==> config.mk <==
export PLATFORM = sky130hd
export DESIGN_NAME = ghtPredMerge
export DESIGN_NICKNAME = d
export VERILOG_FILES = /design/src/hw/ghtPkg.sv /design/src/hw/ghtPredMerge.sv
export SDC_FILE = /design/constraint.sdc
export NUM_CORES = 1
export LEC_CHECK = 0
export BUFFER_PORTS_ARGS = -buffer_cell sky130_fd_sc_hd__buf_2
export CAP_MARGIN = 20
export CORE_MARGIN = 8
export CORE_UTILIZATION = 45
export DETAILED_ROUTE_END_ITERATION = 8
export GPL_TIMING_DRIVEN = 0
export PLACE_DENSITY_LB_ADDON = 0.08
export SYNTH_ARGS = -nofsm -noshare
export SYNTH_HDL_FRONTEND = slang
export SYNTH_SLANG_ARGS = --single-unit
==> constraint.sdc <==
create_clock -name vclk -period 2.9
set_input_delay 0.435 -clock vclk [all_inputs]
set_output_delay 0.435 -clock vclk [all_outputs]
set_load 0.03 [all_outputs]
==> src/hw/ghtPkg.sv <==
// shared widths, bundle constants and write structs
// for the global-history direction table
`default_nettype none

package ghtPkg;

    localparam int NumBanks = 8;
    localparam int NumSlots = 4;
    localparam int NumRows = 32;

    typedef logic [15:0] pc_t;
    typedef logic [7:0] hist_t;
    typedef logic [1:0] counter_t;

    // {addr[7:6], addr[0]}
    typedef logic [2:0] bankSel_t;
    // addr[5:1]
    typedef logic [4:0] rowIdx_t;
    // addr[15:8] after the history xor
    typedef logic [7:0] colIdx_t;

    typedef logic [3:0] slotMask_t;

    // update port, 19 bits
    typedef struct packed {
        pc_t addr;
        counter_t counter;
        logic wen;
    } tableWrite_t;

    // write as seen by one bank, 16 bits
    typedef struct packed {
        rowIdx_t row;
        colIdx_t col;
        counter_t counter;
        logic wen;
    } bankWrite_t;

endpackage

`default_nettype wire
==> src/hw/ghtPredMerge.sv <==
// per-slot choice between the table counter and the BTB counter
`default_nettype none

module ghtPredMerge (
    input wire ghtPkg::counter_t [ghtPkg::NumBanks-1:0] bankCounter,
    input wire ghtPkg::bankSel_t [ghtPkg::NumSlots-1:0] slotBank,
    input wire ghtPkg::slotMask_t jumpMask,
    input wire ghtPkg::slotMask_t btbTaken,
    input wire ghtPkg::counter_t [ghtPkg::NumSlots-1:0] btbCounter,
    output ghtPkg::counter_t [ghtPkg::NumSlots-1:0] slotPred
);

    ghtPkg::counter_t [ghtPkg::NumSlots-1:0] tableCounter;

    // gather each slot's counter from its bank
    always_comb begin
        for (int k = 0; k < ghtPkg::NumSlots; k++) begin
            tableCounter[k] = bankCounter[slotBank[k]];
        end
    end

    always_comb begin
        for (int k = 0; k < ghtPkg::NumSlots; k++) begin
            if (!jumpMask[k]) begin
                // not a conditional jump
                slotPred[k] = '0;
            end else if (btbTaken[k]) begin
                slotPred[k] = btbCounter[k];
            end else begin
                slotPred[k] = tableCounter[k];
            end
        end
    end

endmodule

`default_nettype wire

# == After elaboration in Yosys (flattened, before gate mapping) ==
# Index checks and enable logic that the tools add are counted.
# classes
mux,16
n_lt_le_gt_ge,4
# ops
op,n
binary-select mux 2 bit (select 3 bit),4
two-way mux 2 bit,12
"less-than comparator 3 x 4 -> 1 bit, second input constant",4
# word_totals
word_cells,20
in_bits,44
ff_bits,0
output_inout_bits,8

# == Depth between registers and ports, before layout ==
# logic_depth
word_depth,4
ltp_mapped,4
ltp_nobuf,3

# == Worst setup path after synthesis ==
# OpenSTA, ideal clock, no wires.
# synth_path
kind,input port to output port
startpoint,in slotBank[0] in the netlist's numbering
endpoint,out slotPred[0] in the netlist's numbering
arrival_time_ps,1452
required_time_ps,2465
n_path_buf,1
path_stages,4
path_slack_ps,1013
cell_sequence,buf_6 -> mux4_2 -> a22oi_1 -> a21oi_1
# synth_rtl
item,line,source
"start, declared",ghtPredMerge.sv:6,"input wire ghtPkg::bankSel_t [ghtPkg::NumSlots-1:0] slotBank,"
"end, declared",ghtPredMerge.sv:10,output ghtPkg::counter_t [ghtPkg::NumSlots-1:0] slotPred

==> reports/qor.yml <==
status: "completed"
maxCapViolations: 0
synth_mux_area_frac: 0.5538
vias: 794
fin_total_pwr_mw: 0.1511
final.fill_count: 114
antenna_cells: 0
chipHeight_um: 54.03
start_util: 0.4878
synth.distinct_cells: 9
synthCells: 72
regArea_sq_um: 0
drt_first_pass_iters: 4
worstSetupStartpointType: "input port"
slowest_delay_ns: 0.49
worstMarginPinSlew_ns: 0.1726
grt_pass1_vias: 792
drt_iter0_drc: 14
wl_per_cell_um: 15.77
die_w_um: 54.03
cp_max_fo: 6
netlist_area_sq_um: 650.6
postCtsSetupBuffers: 0
setup_viol: 0
synth_fa_ha_area_frac: 0
numPortBuffers: 48
crit_required_ns: 2.47
finalHoldViolCount: 0
stdcell_count: 135
path_class: "in2out"
antenna_found_initial: 0
drc: 0
dpl.cell_count: 135
layout-drive-gt1-share: 0.6333
slew_headroom: 0.8837
p_per_area_nw_per_um2: 166.1
yosysWarnings: 0
slew_viol_final: 0
post-place-ws_ns: 0.9599
std_cell_rows: 13
synth_top_family_by_area: "multiplexers"
overflow: 0
holdWs_ns: 1.237
period_share: 0.6680
synth_xor_area_frac: 0
fmax_ghz: 0.5162
synth_compound_area_frac: 0.2923
grt_pass1_wl_um: 3305
p_leak_nw: 0.4344
flops_and_latches: 0
ir_worst_vdd_mv: 0.08009
nClkBuffers: 0
syn_avg_cell_area_sq_um: 9.036
io_pins: 52
syn_nets: 116
drtAntennaViolNets: 0
fin_setup_tns_ns: 0
worst_hold_path_type: "in2out"
nNetsFinal: 166
worst_slack_ns: 0.9629
yosysSeqAreaShare: 0
endpoint_kind: "primary output"
grt_max_degree: 7
crit_path_cell_trace: "buf_6 > mux4_2 > a22oi_1 > a21oi_1 > buf_2"
cts_resized: 0
postCtsHoldBufs: 0
grt_setup_unrepaired: "false"
gp_congestion: 0.9219
crit_slowest_cell: "mux4_2"
dp_hpwl_um: 1873
final_cell_mix: "buf_2, mux2_2"
mostFrequentLayoutCell: "buf_2"
dieArea_sq_um: 2919
coreArea_sq_um: 1334
synthSimpleGateAreaFrac: 0.03846
area_growth_syn_to_layout_pct: 39.81
critPathArrivalTime_ns: 1.50
drt_wl_total_um: 2129
viasPerCell: 5.881
min_period_ns: 1.937
grt_usage: 0.1436
## Yosys cell counts
master | n | area (sq um)
mux2_2 | 16 | 180.2
a21oi_1 | 8 | 40.04
inv_1 | 8 | 30.03
a22oi_1 | 8 | 60.06
o21ai_0 | 8 | 40.04
a31oi_1 | 8 | 50.05
buf_6 | 4 | 45.04
mux4_2 | 8 | 180.2
nor2b_1 | 4 | 25.02
## worst paths after layout
check	start	end	slack (ns)	cells past startpoint
setup / recovery	slotBank[6]	slotPred[4]	0.96	5
hold / removal	jumpMask[2]	slotPred[5]	1.24	4
## final cells by class
| type | count | area, sq um | area share |
|---|---|---|---|
| Buffer | 4 | 45.04 | 0.04952 |
| Timing Repair Buffer | 48 | 240.2 | 0.2641 |
| Tap cell | 15 | 18.77 | 0.02063 |
| Inverter | 8 | 30.03 | 0.03301 |
| Multi-Input combinational cell | 60 | 575.6 | 0.6327 |
## stage by stage
stage / utilization / area [sq um]
after global placement: 0.6820 / 909.6
after global routing: 0.6820 / 909.6
final: 0.6820 / 909.6
after floorplan: - / 650.6
after CTS: 0.6820 / 909.6
after detailed placement: 0.6820 / 909.6
## worst max-delay path: cells and delay by family
kind            cells  cell delay, ns
buf+inv             2            0.28
mux                 1            0.49
compound gates      2            0.29
## power by group
| part | leakage [nW] | switching, mW | internal [mW] | total, mW |
|---|---|---|---|---|
| clock network | 0 | 0 | 0 | 0 |
| logic | 0.434 | 0.0729 | 0.0781 | 0.151 |
| registers | 0 | 0 | 0 | 0 |
| total | 0.434 | 0.0729 | 0.0781 | 0.151 |
## layer usage
| metal | up-vias | share of wire | GRT usage |
|---|---|---|---|
| met5 | - | 0 | 0 |
| met4 | 0 | 0 | 0 |
| met3 | 0 | 0.11 | 0.01653 |
| met2 | 42 | 0.47 | 0.2683 |
| met1 | 363 | 0.41 | 0.1815 |
| li1 | 389 | - | - |
## cells by family after synthesis
kind of cell,count (synthesis)
AO/OA/AOI/OAI,32
multiplexers,24
buffers and inverters,12
AND/OR/NAND/NOR,4
(Power assumes the default switching activity.)
