**src/hw/ghtPkg.sv**
```systemverilog
// shared widths, bundle constants and write structs
// for the global-history direction table
`default_nettype none

package ghtPkg;

    localparam int NumBanks = 8;
    localparam int NumSlots = 4;
    localparam int NumRows = 32;

    typedef logic [15:0] pc_t;
    typedef logic [7:0] hist_t;
    typedef logic [1:0] counter_t;

    // {addr[7:6], addr[0]}
    typedef logic [2:0] bankSel_t;
    // addr[5:1]
    typedef logic [4:0] rowIdx_t;
    // addr[15:8] after the history xor
    typedef logic [7:0] colIdx_t;

    typedef logic [3:0] slotMask_t;

    // update port, 19 bits
    typedef struct packed {
        pc_t addr;
        counter_t counter;
        logic wen;
    } tableWrite_t;

    // write as seen by one bank, 16 bits
    typedef struct packed {
        rowIdx_t row;
        colIdx_t col;
        counter_t counter;
        logic wen;
    } bankWrite_t;

endpackage

`default_nettype wire
```
**src/hw/ghtIndexHash.sv**
```systemverilog
// per-slot history shift and column hash
// slot to bank mapping and per-bank read column steering
`default_nettype none

module ghtIndexHash (
    input wire ghtPkg::pc_t pc,
    input wire ghtPkg::hist_t ghist,
    input wire ghtPkg::slotMask_t jumpMask,
    output ghtPkg::colIdx_t [ghtPkg::NumBanks-1:0] bankCol,
    output ghtPkg::bankSel_t [ghtPkg::NumSlots-1:0] slotBank
);

    ghtPkg::colIdx_t [ghtPkg::NumSlots-1:0] slotCol;

    // column and bank of every slot
    always_comb begin
        logic [1:0] earlier;
        ghtPkg::hist_t shifted;

        earlier = '0;
        shifted = '0;
        for (int k = 0; k < ghtPkg::NumSlots; k++) begin
            // conditional jumps ahead of this slot in the bundle
            earlier = '0;
            for (int i = 0; i < k; i++) begin
                earlier = earlier + 2'(jumpMask[i]);
            end
            shifted = ghist << earlier;
            slotCol[k] = pc[15:8] ^ shifted;
            slotBank[k] = {pc[7:6] ^ 2'(k), pc[0]};
        end
    end

    // slots always hit distinct banks, idle banks read column 0
    always_comb begin
        bankCol = '0;
        for (int k = 0; k < ghtPkg::NumSlots; k++) begin
            bankCol[slotBank[k]] = slotCol[k];
        end
    end

endmodule

`default_nettype wire

```
**config.mk**
```make
export PLATFORM = sky130hd
export DESIGN_NAME = ghtIndexHash
export DESIGN_NICKNAME = d
export VERILOG_FILES = /design/src/hw/ghtPkg.sv /design/src/hw/ghtIndexHash.sv
export SDC_FILE = /design/constraint.sdc
export NUM_CORES = 1
export LEC_CHECK = 0
export BUFFER_PORTS_ARGS = -buffer_cell sky130_fd_sc_hd__clkbuf_2
export CORE_ASPECT_RATIO = 0.9
export CORE_MARGIN = 2
export CORE_UTILIZATION = 51
export DETAILED_ROUTE_END_ITERATION = 10
export MAX_ROUTING_LAYER = met4
export PLACE_DENSITY_LB_ADDON = 0.05
export SYNTH_ARGS = -nofsm -noshare
export SYNTH_HDL_FRONTEND = slang
export SYNTH_SLANG_ARGS = --single-unit
```
**constraint.sdc**
```tcl
create_clock -name vclk -period 5.2
set_clock_uncertainty 0.05 [all_clocks]
set_input_delay 0.78 -clock vclk [all_inputs]
set_output_delay 0.78 -clock vclk [all_outputs]
set_load 0.01 [all_outputs]
```
After elaboration in Yosys (flattened, before gate mapping)
Cells that the tools add are included.
{"block": "word_totals", "regBits": 0, "in_bits": 28, "out_inout_bits": 76, "wordCells": 36}
{"block": "op_classes", "n_addsub": 2, "magnitude_cmp": 8, "shift": 3, "n_mux": 11, "bitwise_logic": 8, "reduce_logical": 4}
{"op": "bitwise mux 64 bit", "count": 3}
{"op": "demux 8 bit (select 3 bit)", "count": 4}
{"op": "bitwise AND 64 bit", "count": 1}
{"op": "two-way mux 8 bit", "count": 4}
{"op": "XOR 8 bit", "count": 4}
{"op": "less-than comparator 3 x 4 -> 1 bit, second input constant", "count": 4}
{"op": "<< shifter 8 x 2 -> 8 bit", "count": 2}
{"op": ">= comparator 3 x 1 -> 1 bit, second input constant", "count": 4}
{"op": "<< shifter 8 x 1 -> 8 bit", "count": 1}
{"op": "logical AND 1 bit", "count": 4}
{"op": "adder 1 x 1 -> 2 bit", "count": 1}
{"op": "adder 2 x 1 -> 2 bit", "count": 1}
{"op": "NOT 1 bit", "count": 2}
{"op": "NOT 2 bit", "count": 1}

Logic depth before layout (Yosys ltp)
{"block": "logic_depth", "word_depth": 8, "ltp_mapped": 11}

Worst setup path after synthesis
No wires, ideal clock.
{"block": "synth_path", "path_kind": "input port to output port", "from": "input port jumpMask[0]", "to": "output port bankCol[37] (netlist name)", "t_arrival_ps": 3559, "t_required_ps": 4370, "path_slack_ps": 811, "cell_stages": 10, "path_buffers": 3, "path_cell_list": "clkbuf_1 > buf_1 > inv_1 > fa_1 > buf_2 > mux4_2 > xnor2_1 > nor2_1 > a221o_1 > and2_1"}
{"item": "start: declaration", "line_no": "ghtIndexHash.sv:8", "text": "input wire ghtPkg::slotMask_t jumpMask,"}
{"item": "end: declaration", "line_no": "ghtIndexHash.sv:9", "text": "output ghtPkg::colIdx_t [ghtPkg::NumBanks-1:0] bankCol,"}

==> impl_metrics.tcl <==
set metrics [dict create \
    status "completed" \
    ioPinCount 104 \
    dr.max_layer_used "met4" \
    ir_drop_uv 79.6 \
    post-cts-setup-buffer-count 0 \
    grt_pass1_vias 2419 \
    yosysWarnings 0 \
    arrival_ns 3.40 \
    route.met2.wl_mm 3.19 \
    drive_above_1_share_pct 29.5 \
    drt-wirelength-per-cell_um 16.2 \
    drt_iter0_drc 327 \
    leakagePower_nw 1.31 \
    fmax_mhz 236 \
    antenna_found_initial 0 \
    min_path_type "in -> out" \
    synth_top_family_by_area "simple AND/OR/NAND/NOR gates" \
    worstSetupStartpoint "jumpMask[0]" \
    num_rows 23 \
    mostFrequentLayoutCell "clkbuf_2" \
    setup_violations 0 \
    ctsHoldBuffers 0 \
    min_to "slotBank[2]" \
    wl_met3_um 842 \
    slew_headroom_pct 41.7 \
    mostFrequentLayoutCells "98 x clkbuf_2, 54 x nor2_1, 29 x xnor2_1, 29 x and2_1, 22 x mux2i_1" \
    tightest_slew_ns 0.874 \
    start_util_pct 53.8 \
    synth_compound_area_share_pct 24.8 \
    synth-simple-area-share_pct 26.6 \
    grt_overflow 0 \
    drtPass1Iterations 5 \
    wl_mm 7.69 \
    synth_area_um2 2430 \
    hold_viol 0 \
    end_kind "primary output" \
    hold_start "pc[7]" \
    register_area_um2 0 \
    num_vias 2837 \
    n_clock_buffer 0 \
    synthCells 361 \
    cp_max_fo 25 \
    crit_type "in -> out" \
    maxCapViolations 0 \
    required_ns 4.37 \
    nFillCells 433 \
    synth_adder_area_share_pct 1.34 \
    track_usage_pct 28.4 \
    num_antenna_cells 0 \
    area_delta_synth_final_pct 14.4 \
    die_h_um 69.5 \
    powerDensity_nw_per_um2 145 \
    dp_hpwl_mm 5.64 \
    drt-vias-per-instance 5.97 \
    cp-start-kind "primary input" \
    power.total_w 0.000404 \
    syn_nets 391 \
    die_x_um 76.8 \
    holdPathStages 2 \
    grt_pass1_wl_mm 12.3 \
    rsz0062_at_grt "false" \
    layout_worst_path_cycle_share_pct 81.4 \
    core_um2 4520 \
    fin_crit_ns 4.23 \
    wl_met1_mm 3.64 \
    final_antenna_net_count 0 \
    drc 0 \
    cts_resized 0 \
    die_area_um2 5340 \
    grt_max_degree 38 \
    nNetsFinal 445 \
    setup-tns-final_ns 0 \
    synth.mux.area_fraction_pct 22.0 \
    synth-xor-area-share_pct 12.6 \
    globalplace.congestion 0.908 \
    syn_area_per_cell_um2 6.73 \
    io_buffer_count 98 \
    yosysSeqAreaShare_pct 0 \
    synth_cell_type_count 52 \
    seq_cell_count 0 \
    maxSlewViolCount 0 \
]
[layer usage]
| layer | track usage (%) | up-vias |
|---|---|---|
| li1 | - | 1383 |
| met1 | 43.6 | 1286 |
| met2 | 40.6 | 166 |
| met3 | 4.04 | 2 |
| met4 | 2.22 | 0 |
| met5 | - | - |
[cell families (layout without fill, tap and decap cells)]
family / count (synthesis) / after routing
AND/OR/NAND/NOR: 131 / 131
AO/OA/AOI/OAI: 89 / 89
buffers and inverters: 65 / 117
multiplexers: 39 / 39
XOR/XNOR: 35 / 35
adder cells (fa/ha/maj): 2 / 2
[synthesized netlist by cell type (7+ instances only)]
library cell | count | area share (%)
o21ai_0 | 14 | 2.9
mux2_2 | 7 | 3.2
xnor2_1 | 29 | 10
a21oi_1 | 17 | 3.5
buf_4 | 12 | 3.7
inv_1 | 13 | 2.0
and2_1 | 29 | 7.5
mux2i_1 | 22 | 9.1
o22ai_1 | 19 | 4.9
mux4_2 | 7 | 6.5
nand2_1 | 14 | 2.2
nor2_1 | 54 | 8.3
clkbuf_1 | 30 | 4.6
[worst max-delay path: stages]
cell      delay [ns]
clkbuf_2        0.09
buf_4           0.22
ha_1            0.65
mux4_1          0.66
mux2i_1         0.18
xnor2_1         0.12
a221o_1         0.41
and2_1          0.17
clkbuf_2        0.12
[worst max path at each step]
| stage | to | slack, ns | depth (start not counted) |
|---|---|---|---|
| after floorplan | bankCol[37] | 0.81 | 10 |
| after global placement | bankCol[35] | 1.02 | 9 |
| after detailed placement | bankCol[35] | 0.97 | 9 |
| after CTS | bankCol[35] | 0.97 | 9 |
| after global routing | bankCol[35] | 0.80 | 9 |
| final | bankCol[35] | 0.97 | 9 |
[per-stage QoR]
stage	util (%)	cells	hold slack, ns	setup WS (ns)	cell area, um2
2_1_floorplan	-	361	1.56	0.811	2430
3_3_place_gp	61.5	475	1.99	1.02	2780
3_5_place_dp	61.5	475	2.00	0.972	2780
4_1_cts	61.5	475	2.00	0.971	2780
5_1_grt	61.5	475	2.04	0.797	2780
6_report	61.5	475	2.01	0.965	2780
[cell type report]
cell class	instances	area (um2)	area share (%)
multi-input combinational	296	2120	76.3
inverter	14	52.6	1.89
timing repair buffer	103	528	19.0
tap	62	77.6	2.79
[power breakdown]
group / internal [W] / total, W / switching (W)
registers: 0 / 0 / 0
clock network: 0 / 0 / 0
logic: 0.000171 / 0.000404 / 0.000233
No activity file was read; power rests on OpenSTA's default activity.
