`src/hw/ghtPkg.sv`:
```
// shared widths, bundle constants and write structs
// for the global-history direction table
`default_nettype none

package ghtPkg;

    localparam int NumBanks = 8;
    localparam int NumSlots = 4;
    localparam int NumRows = 32;

    typedef logic [15:0] pc_t;
    typedef logic [7:0] hist_t;
    typedef logic [1:0] counter_t;

    // {addr[7:6], addr[0]}
    typedef logic [2:0] bankSel_t;
    // addr[5:1]
    typedef logic [4:0] rowIdx_t;
    // addr[15:8] after the history xor
    typedef logic [7:0] colIdx_t;

    typedef logic [3:0] slotMask_t;

    // update port, 19 bits
    typedef struct packed {
        pc_t addr;
        counter_t counter;
        logic wen;
    } tableWrite_t;

    // write as seen by one bank, 16 bits
    typedef struct packed {
        rowIdx_t row;
        colIdx_t col;
        counter_t counter;
        logic wen;
    } bankWrite_t;

endpackage

`default_nettype wire
```
`src/hw/ghtControl.sv`:
```
// init sweep over all rows, arbitration of the two update ports
// and the one-entry save buffer for same-bank conflicts
`default_nettype none

module ghtControl (
    input wire logic clk,
    input wire logic rst,
    input wire ghtPkg::tableWrite_t write0,
    input wire ghtPkg::tableWrite_t write1,
    output ghtPkg::bankWrite_t [ghtPkg::NumBanks-1:0] bankWr,
    output logic clear,
    output logic ready
);

    logic initActive;
    ghtPkg::rowIdx_t initRow;

    ghtPkg::tableWrite_t saved;
    logic saveValid;

    ghtPkg::bankSel_t bank0;
    ghtPkg::bankSel_t bank1;
    ghtPkg::bankSel_t bankS;

    logic grant0;
    logic grant1;
    logic capture0;
    logic capture1;

    function automatic ghtPkg::bankSel_t bankOf(input ghtPkg::pc_t addr);
        return {addr[7:6], addr[0]};
    endfunction

    function automatic ghtPkg::bankWrite_t toBankWrite(input ghtPkg::tableWrite_t w);
        ghtPkg::bankWrite_t r;

        r.row = w.addr[5:1];
        r.col = w.addr[15:8];
        r.counter = w.counter;
        r.wen = 1'b1;
        return r;
    endfunction

    assign bank0 = bankOf(write0.addr);
    assign bank1 = bankOf(write1.addr);
    assign bankS = bankOf(saved.addr);

    // saved entry first, then port 0, then port 1
    always_comb begin
        grant0 = ~initActive & write0.wen & ~(saveValid & (bank0 == bankS));
        capture0 = ~initActive & write0.wen & ~grant0;
        grant1 = ~initActive & write1.wen
            & ~(saveValid & (bank1 == bankS))
            & ~(grant0 & (bank1 == bank0));
        // only one slot in the buffer, a second loser is dropped
        capture1 = ~initActive & write1.wen & ~grant1 & ~capture0;
    end

    always_comb begin
        for (int b = 0; b < ghtPkg::NumBanks; b++) begin
            bankWr[b] = '0;
            if (initActive) begin
                bankWr[b].row = initRow;
                bankWr[b].wen = 1'b1;
            end else if (saveValid && bankS == ghtPkg::bankSel_t'(b)) begin
                bankWr[b] = toBankWrite(saved);
            end else if (grant0 && bank0 == ghtPkg::bankSel_t'(b)) begin
                bankWr[b] = toBankWrite(write0);
            end else if (grant1 && bank1 == ghtPkg::bankSel_t'(b)) begin
                bankWr[b] = toBankWrite(write1);
            end
        end
    end

    assign clear = initActive;
    assign ready = ~initActive;

    always_ff @(posedge clk) begin
        if (rst) begin
            initActive <= 1'b1;
            initRow <= '0;
            saveValid <= 1'b0;
        end else begin
            if (initActive) begin
                initRow <= initRow + 1'b1;
                if (initRow == ghtPkg::rowIdx_t'(ghtPkg::NumRows - 1)) begin
                    initActive <= 1'b0;
                end
            end
            // a captured write is replayed in the next cycle
            saveValid <= capture0 | capture1;
        end
    end

    always_ff @(posedge clk) begin
        if (capture0) begin
            saved <= write0;
        end else if (capture1) begin
            saved <= write1;
        end
    end

endmodule

`default_nettype wire

```
`config.mk`:
```
export PLATFORM = sky130hd
export DESIGN_NAME = ghtControl
export DESIGN_NICKNAME = d
export VERILOG_FILES = /design/src/hw/ghtPkg.sv /design/src/hw/ghtControl.sv
export SDC_FILE = /design/constraint.sdc
export NUM_CORES = 1
export LEC_CHECK = 0
export BUFFER_PORTS_ARGS = -buffer_cell sky130_fd_sc_hd__buf_2
export CAP_MARGIN = 25
export CELL_PAD_IN_SITES_DETAIL_PLACEMENT = 1
export CELL_PAD_IN_SITES_GLOBAL_PLACEMENT = 1
export CORE_AREA = 5 5 120 122
export CTS_CLUSTER_DIAMETER = 200
export CTS_CLUSTER_SIZE = 40
export DETAILED_ROUTE_END_ITERATION = 10
export DIE_AREA = 0 0 125 127
export HOLD_SLACK_MARGIN = 0.02
export MAX_ROUTING_LAYER = met4
export PLACE_DENSITY_LB_ADDON = 0.1
export SLEW_MARGIN = 20
export SYNTH_ARGS = -nofsm -noshare
export SYNTH_HDL_FRONTEND = slang
export SYNTH_SLANG_ARGS = --single-unit
```
`constraint.sdc`:
```
create_clock -name clk -period 8.11 [get_ports clk]
set_clock_uncertainty 0.1 [all_clocks]
set_input_delay 1.622 -clock clk [delete_from_list [all_inputs] [get_ports clk]]
set_output_delay 1.622 -clock clk [all_outputs]
set_load 0.02 [all_outputs]
```
Word-level counts from Yosys, hierarchy flattened --
Cells that the tools add are included.
Word-level totals: input bits 40, register bits 25, logic and storage cells 130, output and inout port bits 130
Cells by class: bitwise operators 19, reductions and logical operators 28, muxes and demuxes 52, add/sub/neg operators 1, eq/ne operators 25
Operators by type and width (count):
- $mux W16 | 24
- $mux W10 | 8
- $mux W5 | 8
- $mux W19 | 2
- $eq A3 B3 Y1 const B | 12
- $logic_and A1 B1 Y1 | 24
- $eq A3 B2 Y1 const B | 6
- $and A1 B1 Y1 | 11
- $mux W1 | 10
- $eq A3 B1 Y1 const B | 3
- $eq A3 B3 Y1 | 3
- $logic_not A3 Y1 | 3
- $not A1 Y1 | 7
- $add A5 B1 Y5 const B | 1
- $eq A5 B5 Y1 const B | 1
- $reduce_bool A2 Y1 | 1
- $or A1 B1 Y1 | 1

Longest topological paths before layout --
Gate-level depths: netlist of run 1.
depth in word-level cells 12, mapped depth 8, gate-level depth less buffers 5

Worst setup path before layout of run 1 --
No wires, ideal clock.
path type input port to output port, start point in write1[10] in the netlist's numbering, end point out bankWr[104] in the netlist's numbering, required time 6.388 ns, setup slack 2.866 ns, stages on the path 8, arrival time 3.522 ns, path through buf_2 xnor2_1 and4b_1 clkbuf_1 a21oi_2 clkbuf_1 nand4_1 a311oi_1
RTL lines:
- start: declaration | RTL line ghtControl.sv:9 | input wire ghtPkg::tableWrite_t write1,
- end: declaration | RTL line ghtControl.sv:10 | output ghtPkg::bankWrite_t [ghtPkg::NumBanks-1:0] bankWr,

==> metrics.txt, run 1 <==
run status complete, no violations; I/O pin count 170; vias in the first global route 6,535; DRC 0; CP Max Fanout 19; total negative slack 0 ps; clk sinks 25; CTS buffer count 3; Slew Viols, Final 0; clk buf depth 2; post-synth net total 796; pre-CTS WS 2196 ps; Core Util, Final 43.56%; Yosys Warn Count 0; min Tclk post-route 5955 ps; Tightest Hold Check Type flip-flop to flip-flop; Final HPWL DP 18.65 mm; grt ovf 0; wire per inst 24.68 um; die height 127 um; post-CTS setup buffers 0; final weighted congestion in routability-driven placement 0.9359; CTS H-tree depth 1; Die W 125 um; top cells by area, synth edfxtp_1, a311oi_1, nand2_1, nor2_1, nand4_1; post-synth design cell area 4868 um^2; # diodes 0; Final Power 361.8 uW; Setup Viol. Count Final 0; Row Count 42; Initial Util 37.21%; RSZ-0062 raised after global routing false; Syn Area/Cell 6.457 um^2; synthesis-to-finish area growth 17.07%; vias post-DR 6,859; critical path arrival 4230 ps; # resized after CTS 0; Worst-path clk slew 70 ps; post-route design area 5699 um^2; initial antenna violation count 0; sequential area share after synthesis 13.98%; Post-synth top cells nand2_1, nor2_1, clkbuf_1; final worst setup slack 2155 ps; share of cells above drive strength 1 25.51%; Pre-antenna DRT Iters 5; top-count cell post-synth nand2_1; CP Capture Type primary output; Routed WL 24.95 mm; Worst-Margin Slew 1010 ps; fill cell count 1,768; post-synthesis cell count 754; Async S/R FF share, synth 0%; area leader, netlist edfxtp_1; Clock Latency Late Sink 270 ps; largest net degree at the start of global routing 93; antenna viol nets, final 0; Setup CP Type input pin to primary output; Placed Area 5607 um^2; Post-synth EDFFs 18; CTS tree built; Max Cap Viol 0; Setup crit start kind input pin; headroom to the max-slew limit 32.69%; vias per std cell 6.784; Final Hold Vio Count 0; I/O Buffers 169; global-route wire length before repair 38.36 mm; leakage 2.125 nW; starting DRC count in detailed routing 857; die area 15,880 um^2; post-synth top area share 11.10%; CP required 6390 ps; Synth cell types 44; fin nets 878; root buf cell clkbuf_16; flops & latches, synth 25; gr usage total 30.47%; Core Region 13,090 um^2; ys flop type edfxtp_1; fmax 167.9 MHz; Max VDD drop 0.1165 mV; Hold-fix buffers, CTS 0; Power per Cell Area 63.49 nW/um^2; crit share post-route 73.42%
## cells by family (layout without fill, tap and decap cells)
kind of cell | Yosys count | count (layout) | synth area share [%]
simple gates | 348 | 348 | 35.13
xor+xnor | 11 | 11 | 1.979
mux | 20 | 20 | 4.575
buf+inv | 102 | 183 | 8.250
compound gates | 246 | 246 | 35.57
flops | 25 | 25 | 13.98
fa+ha+maj | 2 | 2 | 0.5139
## state kept, by name (all words and copies together) (netlist names)
name / flops
initRow: 5
bankS: 3
saved: 15
clear: 1
saveValid: 1
## stage by stage
step	std cells	hold slack (ps)
2_1_floorplan	754	377.4
3_3_place_gp	1007	404.7
3_5_place_dp	1007	414.5
4_1_cts	1011	425.4
5_1_grt	1011	472.1
6_report	1011	424.3
## metal layers
layer,wire length (um),track usage [%],share of wire [%],vias up
met2,11120,45.49,45,382
met4,392,6.505,1.6,0
met3,2229,4.007,8.9,36
met5,0,-,0,-
li1,-,-,-,3037
met1,11220,44.17,45,3404
## critical path, stage by stage
cell and delay (ps):
buf_2 340, xor2_1 170, nor4_4 620, and2_1 520, nor3_4 210, or4_1 560, buf_2 190
## worst paths after layout
kind / endpoint / cells past startpoint / slack [ps] / startpoint
setup / recovery: bankWr[16] / 7 / 2160 / write1[3]
setup reg to reg: saved[14]$_DFFE_PP_ / 6 / 4700 / clear$_SDFF_PP1_
hold / removal: initRow[0]$_SDFFE_PP0P_ / 2 / 420 / initRow[0]$_SDFFE_PP0P_
hold reg to reg: initRow[0]$_SDFFE_PP0P_ / 2 / 420 / initRow[0]$_SDFFE_PP0P_
## area by class of cell
type | instances | area [um^2] | share of cell area, %
clock inverters | 1 | 8.758 | 0.1537
well taps | 176 | 220.2 | 3.864
multi-input cells | 627 | 3797 | 66.63
flip-flops and latches | 25 | 684.4 | 12.01
repair buffers | 177 | 905.9 | 15.89
inverters | 2 | 7.507 | 0.1317
clock buffers | 3 | 75.07 | 1.317
## report_power, final
group | total (mW) | switching, mW | internal [mW]
clock network | 0.118 | 0.0501 | 0.0684
registers | 0.139 | 0.00167 | 0.137
logic | 0.104 | 0.0732 | 0.0311
## placed cells by master (no fill, tap or decap), types with 5 or more instances in the layout
cell type,n
a21o_1,9
a21oi_1,31
a22o_1,30
a311oi_1,61
a31oi_1,34
and2_1,10
and3_1,14
buf_2,169
buf_4,8
dfxtp_1,6
edfxtp_1,18
mux2_2,18
nand2_1,94
nand2b_1,10
nand3_1,57
nand4_1,48
nor2_1,85
nor2b_1,13
nor4_2,5
o21ai_0,50
o22ai_1,6
o2bb2ai_1,10
xnor2_1,6
xor2_1,5
Note: power is estimated with default switching activity, not from simulation.
==> run 2: changes to the inputs <==
--- a/config.mk
+++ b/config.mk
@@ -9,11 +9,11 @@
 export CAP_MARGIN = 25
 export CELL_PAD_IN_SITES_DETAIL_PLACEMENT = 1
 export CELL_PAD_IN_SITES_GLOBAL_PLACEMENT = 1
-export CORE_AREA = 5 5 120 122
+export CORE_AREA = 5 5 130 132
 export CTS_CLUSTER_DIAMETER = 200
 export CTS_CLUSTER_SIZE = 40
 export DETAILED_ROUTE_END_ITERATION = 10
-export DIE_AREA = 0 0 125 127
+export DIE_AREA = 0 0 135 137
 export HOLD_SLACK_MARGIN = 0.02
 export MAX_ROUTING_LAYER = met4
 export PLACE_DENSITY_LB_ADDON = 0.1
==> constraint.sdc (replaced) <==
create_clock -name clk -period 4.9 [get_ports clk]
set_clock_uncertainty 0.1 [all_clocks]
set_input_delay 0.98 -clock clk [delete_from_list [all_inputs] [get_ports clk]]
set_output_delay 0.98 -clock clk [all_outputs]
set_load 0.02 [all_outputs]
==> run 2 against run 1 <==
Die area increased by 17%. Sequential power increased by 66%. First-iteration DRC count decreased by 16%. Highest routed layer unchanged. Register-to-register slack got worse by 3100 ps. Clock power increased by 76%. Total power increased by 69%. Global-route usage decreased by 3.2 points. Critical endpoint unchanged. Via count decreased by 1.0%. Design area increased by 1.9%. Worst hold slack got worse by 1.6 ps. Sequential share of layout area decreased by 0.22 points.
==> metrics.txt, run 2 (synthesis gave the netlist of run 1 again) <==
run status complete, no violations; Net Sw Power 219.4 uW; CTS H-tree depth 1; sw frac 35.84%; clk buf depth 2; antenna viol nets, final 0; Reg2Reg Depth 6; Worst-path clk slew 80 ps; fin nets 887; Pre-antenna DRT Iters 5; Final Hold Vio Count 0; final worst setup slack 536.5 ps; Max VDD drop 0.1717 mV; synthesis-to-finish area growth 19.25%; Slew Viols, Final 0; # resized after CTS 0; Die W 135 um; vias per std cell 6.405; Initial Util 31.21%; share of cells above drive strength 1 26.18%; Placed Area 5724 um^2; Comb power frac 28.4%; vias post-DR 6,789; post-CTS setup buffers 0; Most flops, register saved; starting DRC count in detailed routing 721; clk sinks 25; CP Max Fanout 19; global-route wire length before repair 39.14 mm; headroom to the max-slew limit 38.41%; most frequent cells in the layout buf_2, nand2_1, nor2_1; die height 137 um; Row Count 46; Tightest Hold Check Type flip-flop to flip-flop; fin cells 1,060; RSZ-0062 raised after global routing false; critical path arrival 3280 ps; DRC 0; Setup CP Type input pin to primary output; CTS buffer count 3; hold_ws 422.8 ps; Setup Viol. Count Final 0; CTS tree built; register share of total power 37.7%; vias in the first global route 6,553; I/O Buffers 169; Hold-fix buffers, CTS 0; Worst-Margin Slew 921.3 ps; grt ovf 0; most common cell after layout, fill and taps aside buf_2; largest net degree at the start of global routing 74; Power per Cell Area 105.4 nW/um^2; Pint 392.6 uW; Final HPWL DP 19.37 mm; post-route design area 5806 um^2; max reg flops 15; wire per inst 24.30 um; clock power share 33.9%; die area 18,500 um^2; pre-CTS WS 556.3 ps; leakage 2.176 nW; Post-Place Cells 1,056; Core Region 15,600 um^2; crit share post-route 89.05%; fill cell count 2,051; I/O pin count 170; root buf cell clkbuf_16; # diodes 0; Setup crit start kind input pin; final weighted congestion in routability-driven placement 0.8926; CP required 3820 ps; Max Cap Viol 0; Clock Latency Late Sink 270 ps; total negative slack 0 ps; min Tclk post-route 4363 ps; fmax 229.2 MHz; gr usage total 27.24%; CP Capture Type primary output; Routed WL 25.75 mm; initial antenna violation count 0; Hold Crit Depth 2
-- run 2: cell count changes in the layout (fill, tap and decap cells not counted), sizes merged --
cell / delta
buf: +9
-- run 2: metal layers --
layer  part of all wire (%)  global-route usage [%]  wire (um)  up-vias
met2                     46                   42.55      11730      307
li1                       -                       -          -     3058
met4                   0.94                   3.751        243        0
met5                      0                       -          0        -
met3                    7.1                   3.199       1836       18
met1                     46                   38.88      11940     3406
-- run 2: area by class of cell --
cell class | instances | area [um^2] | share of cell area [%]
Clock buffer | 3 | 75.07 | 1.293
Clock inverter | 1 | 6.256 | 0.1078
Inverter | 2 | 7.507 | 0.1293
Multi-Input combinational cell | 627 | 3789 | 65.26
Sequential cell | 25 | 684.4 | 11.79
Tap cell | 216 | 270.3 | 4.655
Timing Repair Buffer | 186 | 973.4 | 16.77
-- run 2: worst paths after layout --
path	slack, ps	endpoint	startpoint
worst max register to register	1600	saved[12]$_DFFE_PP_	clear$_SDFF_PP1_
worst min register to register	420	initRow[0]$_SDFFE_PP0P_	initRow[0]$_SDFFE_PP0P_
worst max-delay path	540	bankWr[16]	write1[3]
worst min-delay path	420	initRow[0]$_SDFFE_PP0P_	initRow[0]$_SDFFE_PP0P_
-- run 2: worst max-delay path, stage by stage --
cell and delay [ps]:
buf_2 320, xor2_1 170, nor4_4 560, and2_1 470, nor3_2 100, or4_1 500, buf_2 180
-- run 2: per-stage QoR --
step / power [mW] / utilization (%)
2_1_floorplan: 0.3264 / -
3_3_place_gp: 0.4034 / 36.70
3_5_place_dp: 0.4063 / 36.70
4_1_cts: 0.6098 / 37.22
5_1_grt: 0.6301 / 37.22
6_report: 0.6120 / 37.22
-- run 2: power by group through the flow --
stage                     Sequential, mW  Combinational [mW]  Clock (mW)
final                              0.231               0.174       0.208
after global routing               0.231               0.185       0.214
after CTS                          0.230               0.172       0.208
after detailed placement           0.235               0.171           0
after global placement             0.235               0.168           0
after floorplan                    0.235              0.0915           0
==> run 3: changes to the inputs <==
--- a/config.mk
+++ b/config.mk
@@ -5,6 +5,7 @@
 export SDC_FILE = /design/constraint.sdc
 export NUM_CORES = 1
 export LEC_CHECK = 0
+export ABC_CLOCK_PERIOD_IN_PS = 3800
 export BUFFER_PORTS_ARGS = -buffer_cell sky130_fd_sc_hd__buf_2
 export CAP_MARGIN = 25
 export CELL_PAD_IN_SITES_DETAIL_PLACEMENT = 1
==> constraint.sdc (replaced) <==
create_clock -name clk -period 3.8 [get_ports clk]
set_clock_uncertainty 0.1 [all_clocks]
set_input_delay 0.76 -clock clk [delete_from_list [all_inputs] [get_ports clk]]
set_output_delay 0.76 -clock clk [all_outputs]
set_load 0.02 [all_outputs]
==> run 3 against run 2 <==
Register-to-register slack lost 390 ps. Critical path depth is 2 higher. Setup slack worse by 450 ps. Clock power is 25% higher. First-iteration DRC count increased by 10%. Utilization up 1.8 points.
==> metrics.txt, run 3 (synthesis gave the netlist of run 1 again) <==
die area 18,500 um^2; Max Cap Viol 0; DRC 0; post-route design area 6081 um^2; Hold-fix buffers, CTS 0; fill cell count 2,030; Worst-Margin Slew 911.1 ps; reg-to-reg endpoint saved[16]$_DFFE_PP_; Setup Viol. Count Final 0; crit share post-route 97.74%; r2r startpoint clear$_SDFF_PP1_; most frequent cells in the layout buf_2, nand2_1, nor2_1; I/O pin count 170; headroom to the max-slew limit 39.26%; vias in the first global route 6,833; Reg2Reg Depth 6; Die W 135 um; grt ovf 0; Tightest Hold Check Type flip-flop to flip-flop; leakage 2.310 nW; Power per Cell Area 130.3 nW/um^2; synthesis-to-finish area growth 24.90%; starting DRC count in detailed routing 795; Slew Viols, Final 0; critical path arrival 2850 ps; CTS H-tree depth 1; min Tclk post-route 3714 ps; clk buf depth 2; Final HPWL DP 19.61 mm; Most flops, register saved; vias per std cell 6.398; share of cells above drive strength 1 29.34%; crit path to bankWr[42]; r2r setup slk 1210 ps; largest net degree at the start of global routing 86; RSZ-0062 raised after global routing true; CP Capture Type primary output; hold_ws 436.8 ps; run status complete, no violations; Row Count 46; total negative slack 0 ps; fmax 269.2 MHz; initial antenna violation count 0; Initial Util 31.21%; vias post-DR 6,942; Worst-path clk slew 80 ps; Placed Area 5902 um^2; # diodes 0; Core Util, Final 38.99%; Final Hold Vio Count 0; CP required 2940 ps; Pre-antenna DRT Iters 5; Clock Latency Late Sink 280 ps; Max VDD drop 0.1420 mV; Post-Place Cells 1,078; global-route wire length before repair 39.93 mm; gr usage total 27.99%; I/O Buffers 169; antenna viol nets, final 0; CTS buffer count 3; CTS tree built; Routed WL 26.23 mm; wire per inst 24.18 um; final weighted congestion in routability-driven placement 0.9017; crit path from write0[10]; Setup CP Type input pin to primary output; fin cells 1,085; Setup crit start kind input pin; CP Max Fanout 21; Core Region 15,600 um^2; max reg flops 15; fin nets 912; clk sinks 25; root buf cell clkbuf_16; die height 137 um; most common cell after layout, fill and taps aside buf_2
==> run 3: cell count changes in the layout (fill, tap and decap cells not counted), moves of 2 or more <==
cell      before  now
nor4_2         5    2
nand3_1       57   55
nor4_4         1    4
a21oi_4        0    2
a21oi_2        4    2
and3_2         0    3
a311oi_1      61   58
nand3_2        0    2
buf_4         17   41
and3_1        14   11
a311oi_2       0    3
==> run 3: layer usage <==
| layer | wire length (um) | track usage, % | up-vias |
|---|---|---|---|
| met2 | 11610 | 41.38 | 377 |
| met4 | 604 | 8.063 | 0 |
| met1 | 11800 | 40.24 | 3412 |
| li1 | - | - | 3104 |
| met5 | 0 | - | - |
| met3 | 2220 | 3.088 | 49 |
==> run 3: final cells by class <==
cell class                      instances  area [um^2]  share of cell area (%)
Clock buffer                            3        75.07                   1.235
Inverter                                2        7.507                  0.1235
Timing Repair Buffer                  211         1174                   19.30
Clock inverter                          1        6.256                  0.1029
Multi-Input combinational cell        627         3864                   63.54
Sequential cell                        25        684.4                   11.26
Tap cell                              216        270.3                   4.444
==> run 3: metrics by stage <==
| step | power (mW) | worst slack [ps] |
|---|---|---|
| 3_5_place_dp | 0.5305 | -20.08 |
| 3_3_place_gp | 0.5263 | 130.7 |
| 6_report | 0.7923 | 85.75 |
| 5_1_grt | 0.8175 | -28.53 |
| 2_1_floorplan | 0.4208 | 279.8 |
| 4_1_cts | 0.7905 | 56.39 |
==> run 3: how the worst min path moves through the flow <==
stage                                       start                       to  slack [ps]  cells after the start
after detailed placement  initRow[0]$_SDFFE_PP0P_  initRow[0]$_SDFFE_PP0P_         420                      2
final                     initRow[0]$_SDFFE_PP0P_  initRow[0]$_SDFFE_PP0P_         440                      2
after global routing      initRow[0]$_SDFFE_PP0P_  initRow[0]$_SDFFE_PP0P_         470                      2
after CTS                 initRow[0]$_SDFFE_PP0P_  initRow[0]$_SDFFE_PP0P_         440                      2
after floorplan           initRow[0]$_SDFFE_PP0P_  initRow[0]$_SDFFE_PP0P_         380                      2
after global placement    initRow[0]$_SDFFE_PP0P_  initRow[0]$_SDFFE_PP0P_         400                      2
==> run 3: worst max-delay path, cell delays in order <==
cell and delay [ps]:
buf_2 140, xnor2_1 140, nand4_1 270, buf_4 320
and3_1 310, buf_4 210, nand2_1 60, a311oi_1 390
buf_2 240
==> run 3: report_power, final <==
group	switching [mW]	internal (mW)	total, mW
clock	0.116	0.144	0.260
combinational	0.162	0.0736	0.235
sequential	0.00372	0.293	0.297
==> run 3: what timing repair did <==
item                       in CTS  in global routing
setup buffers                   0                  3
pin swaps                       0                  2
setup endpoints to repair       1                 50
gates resized for setup         1                 13
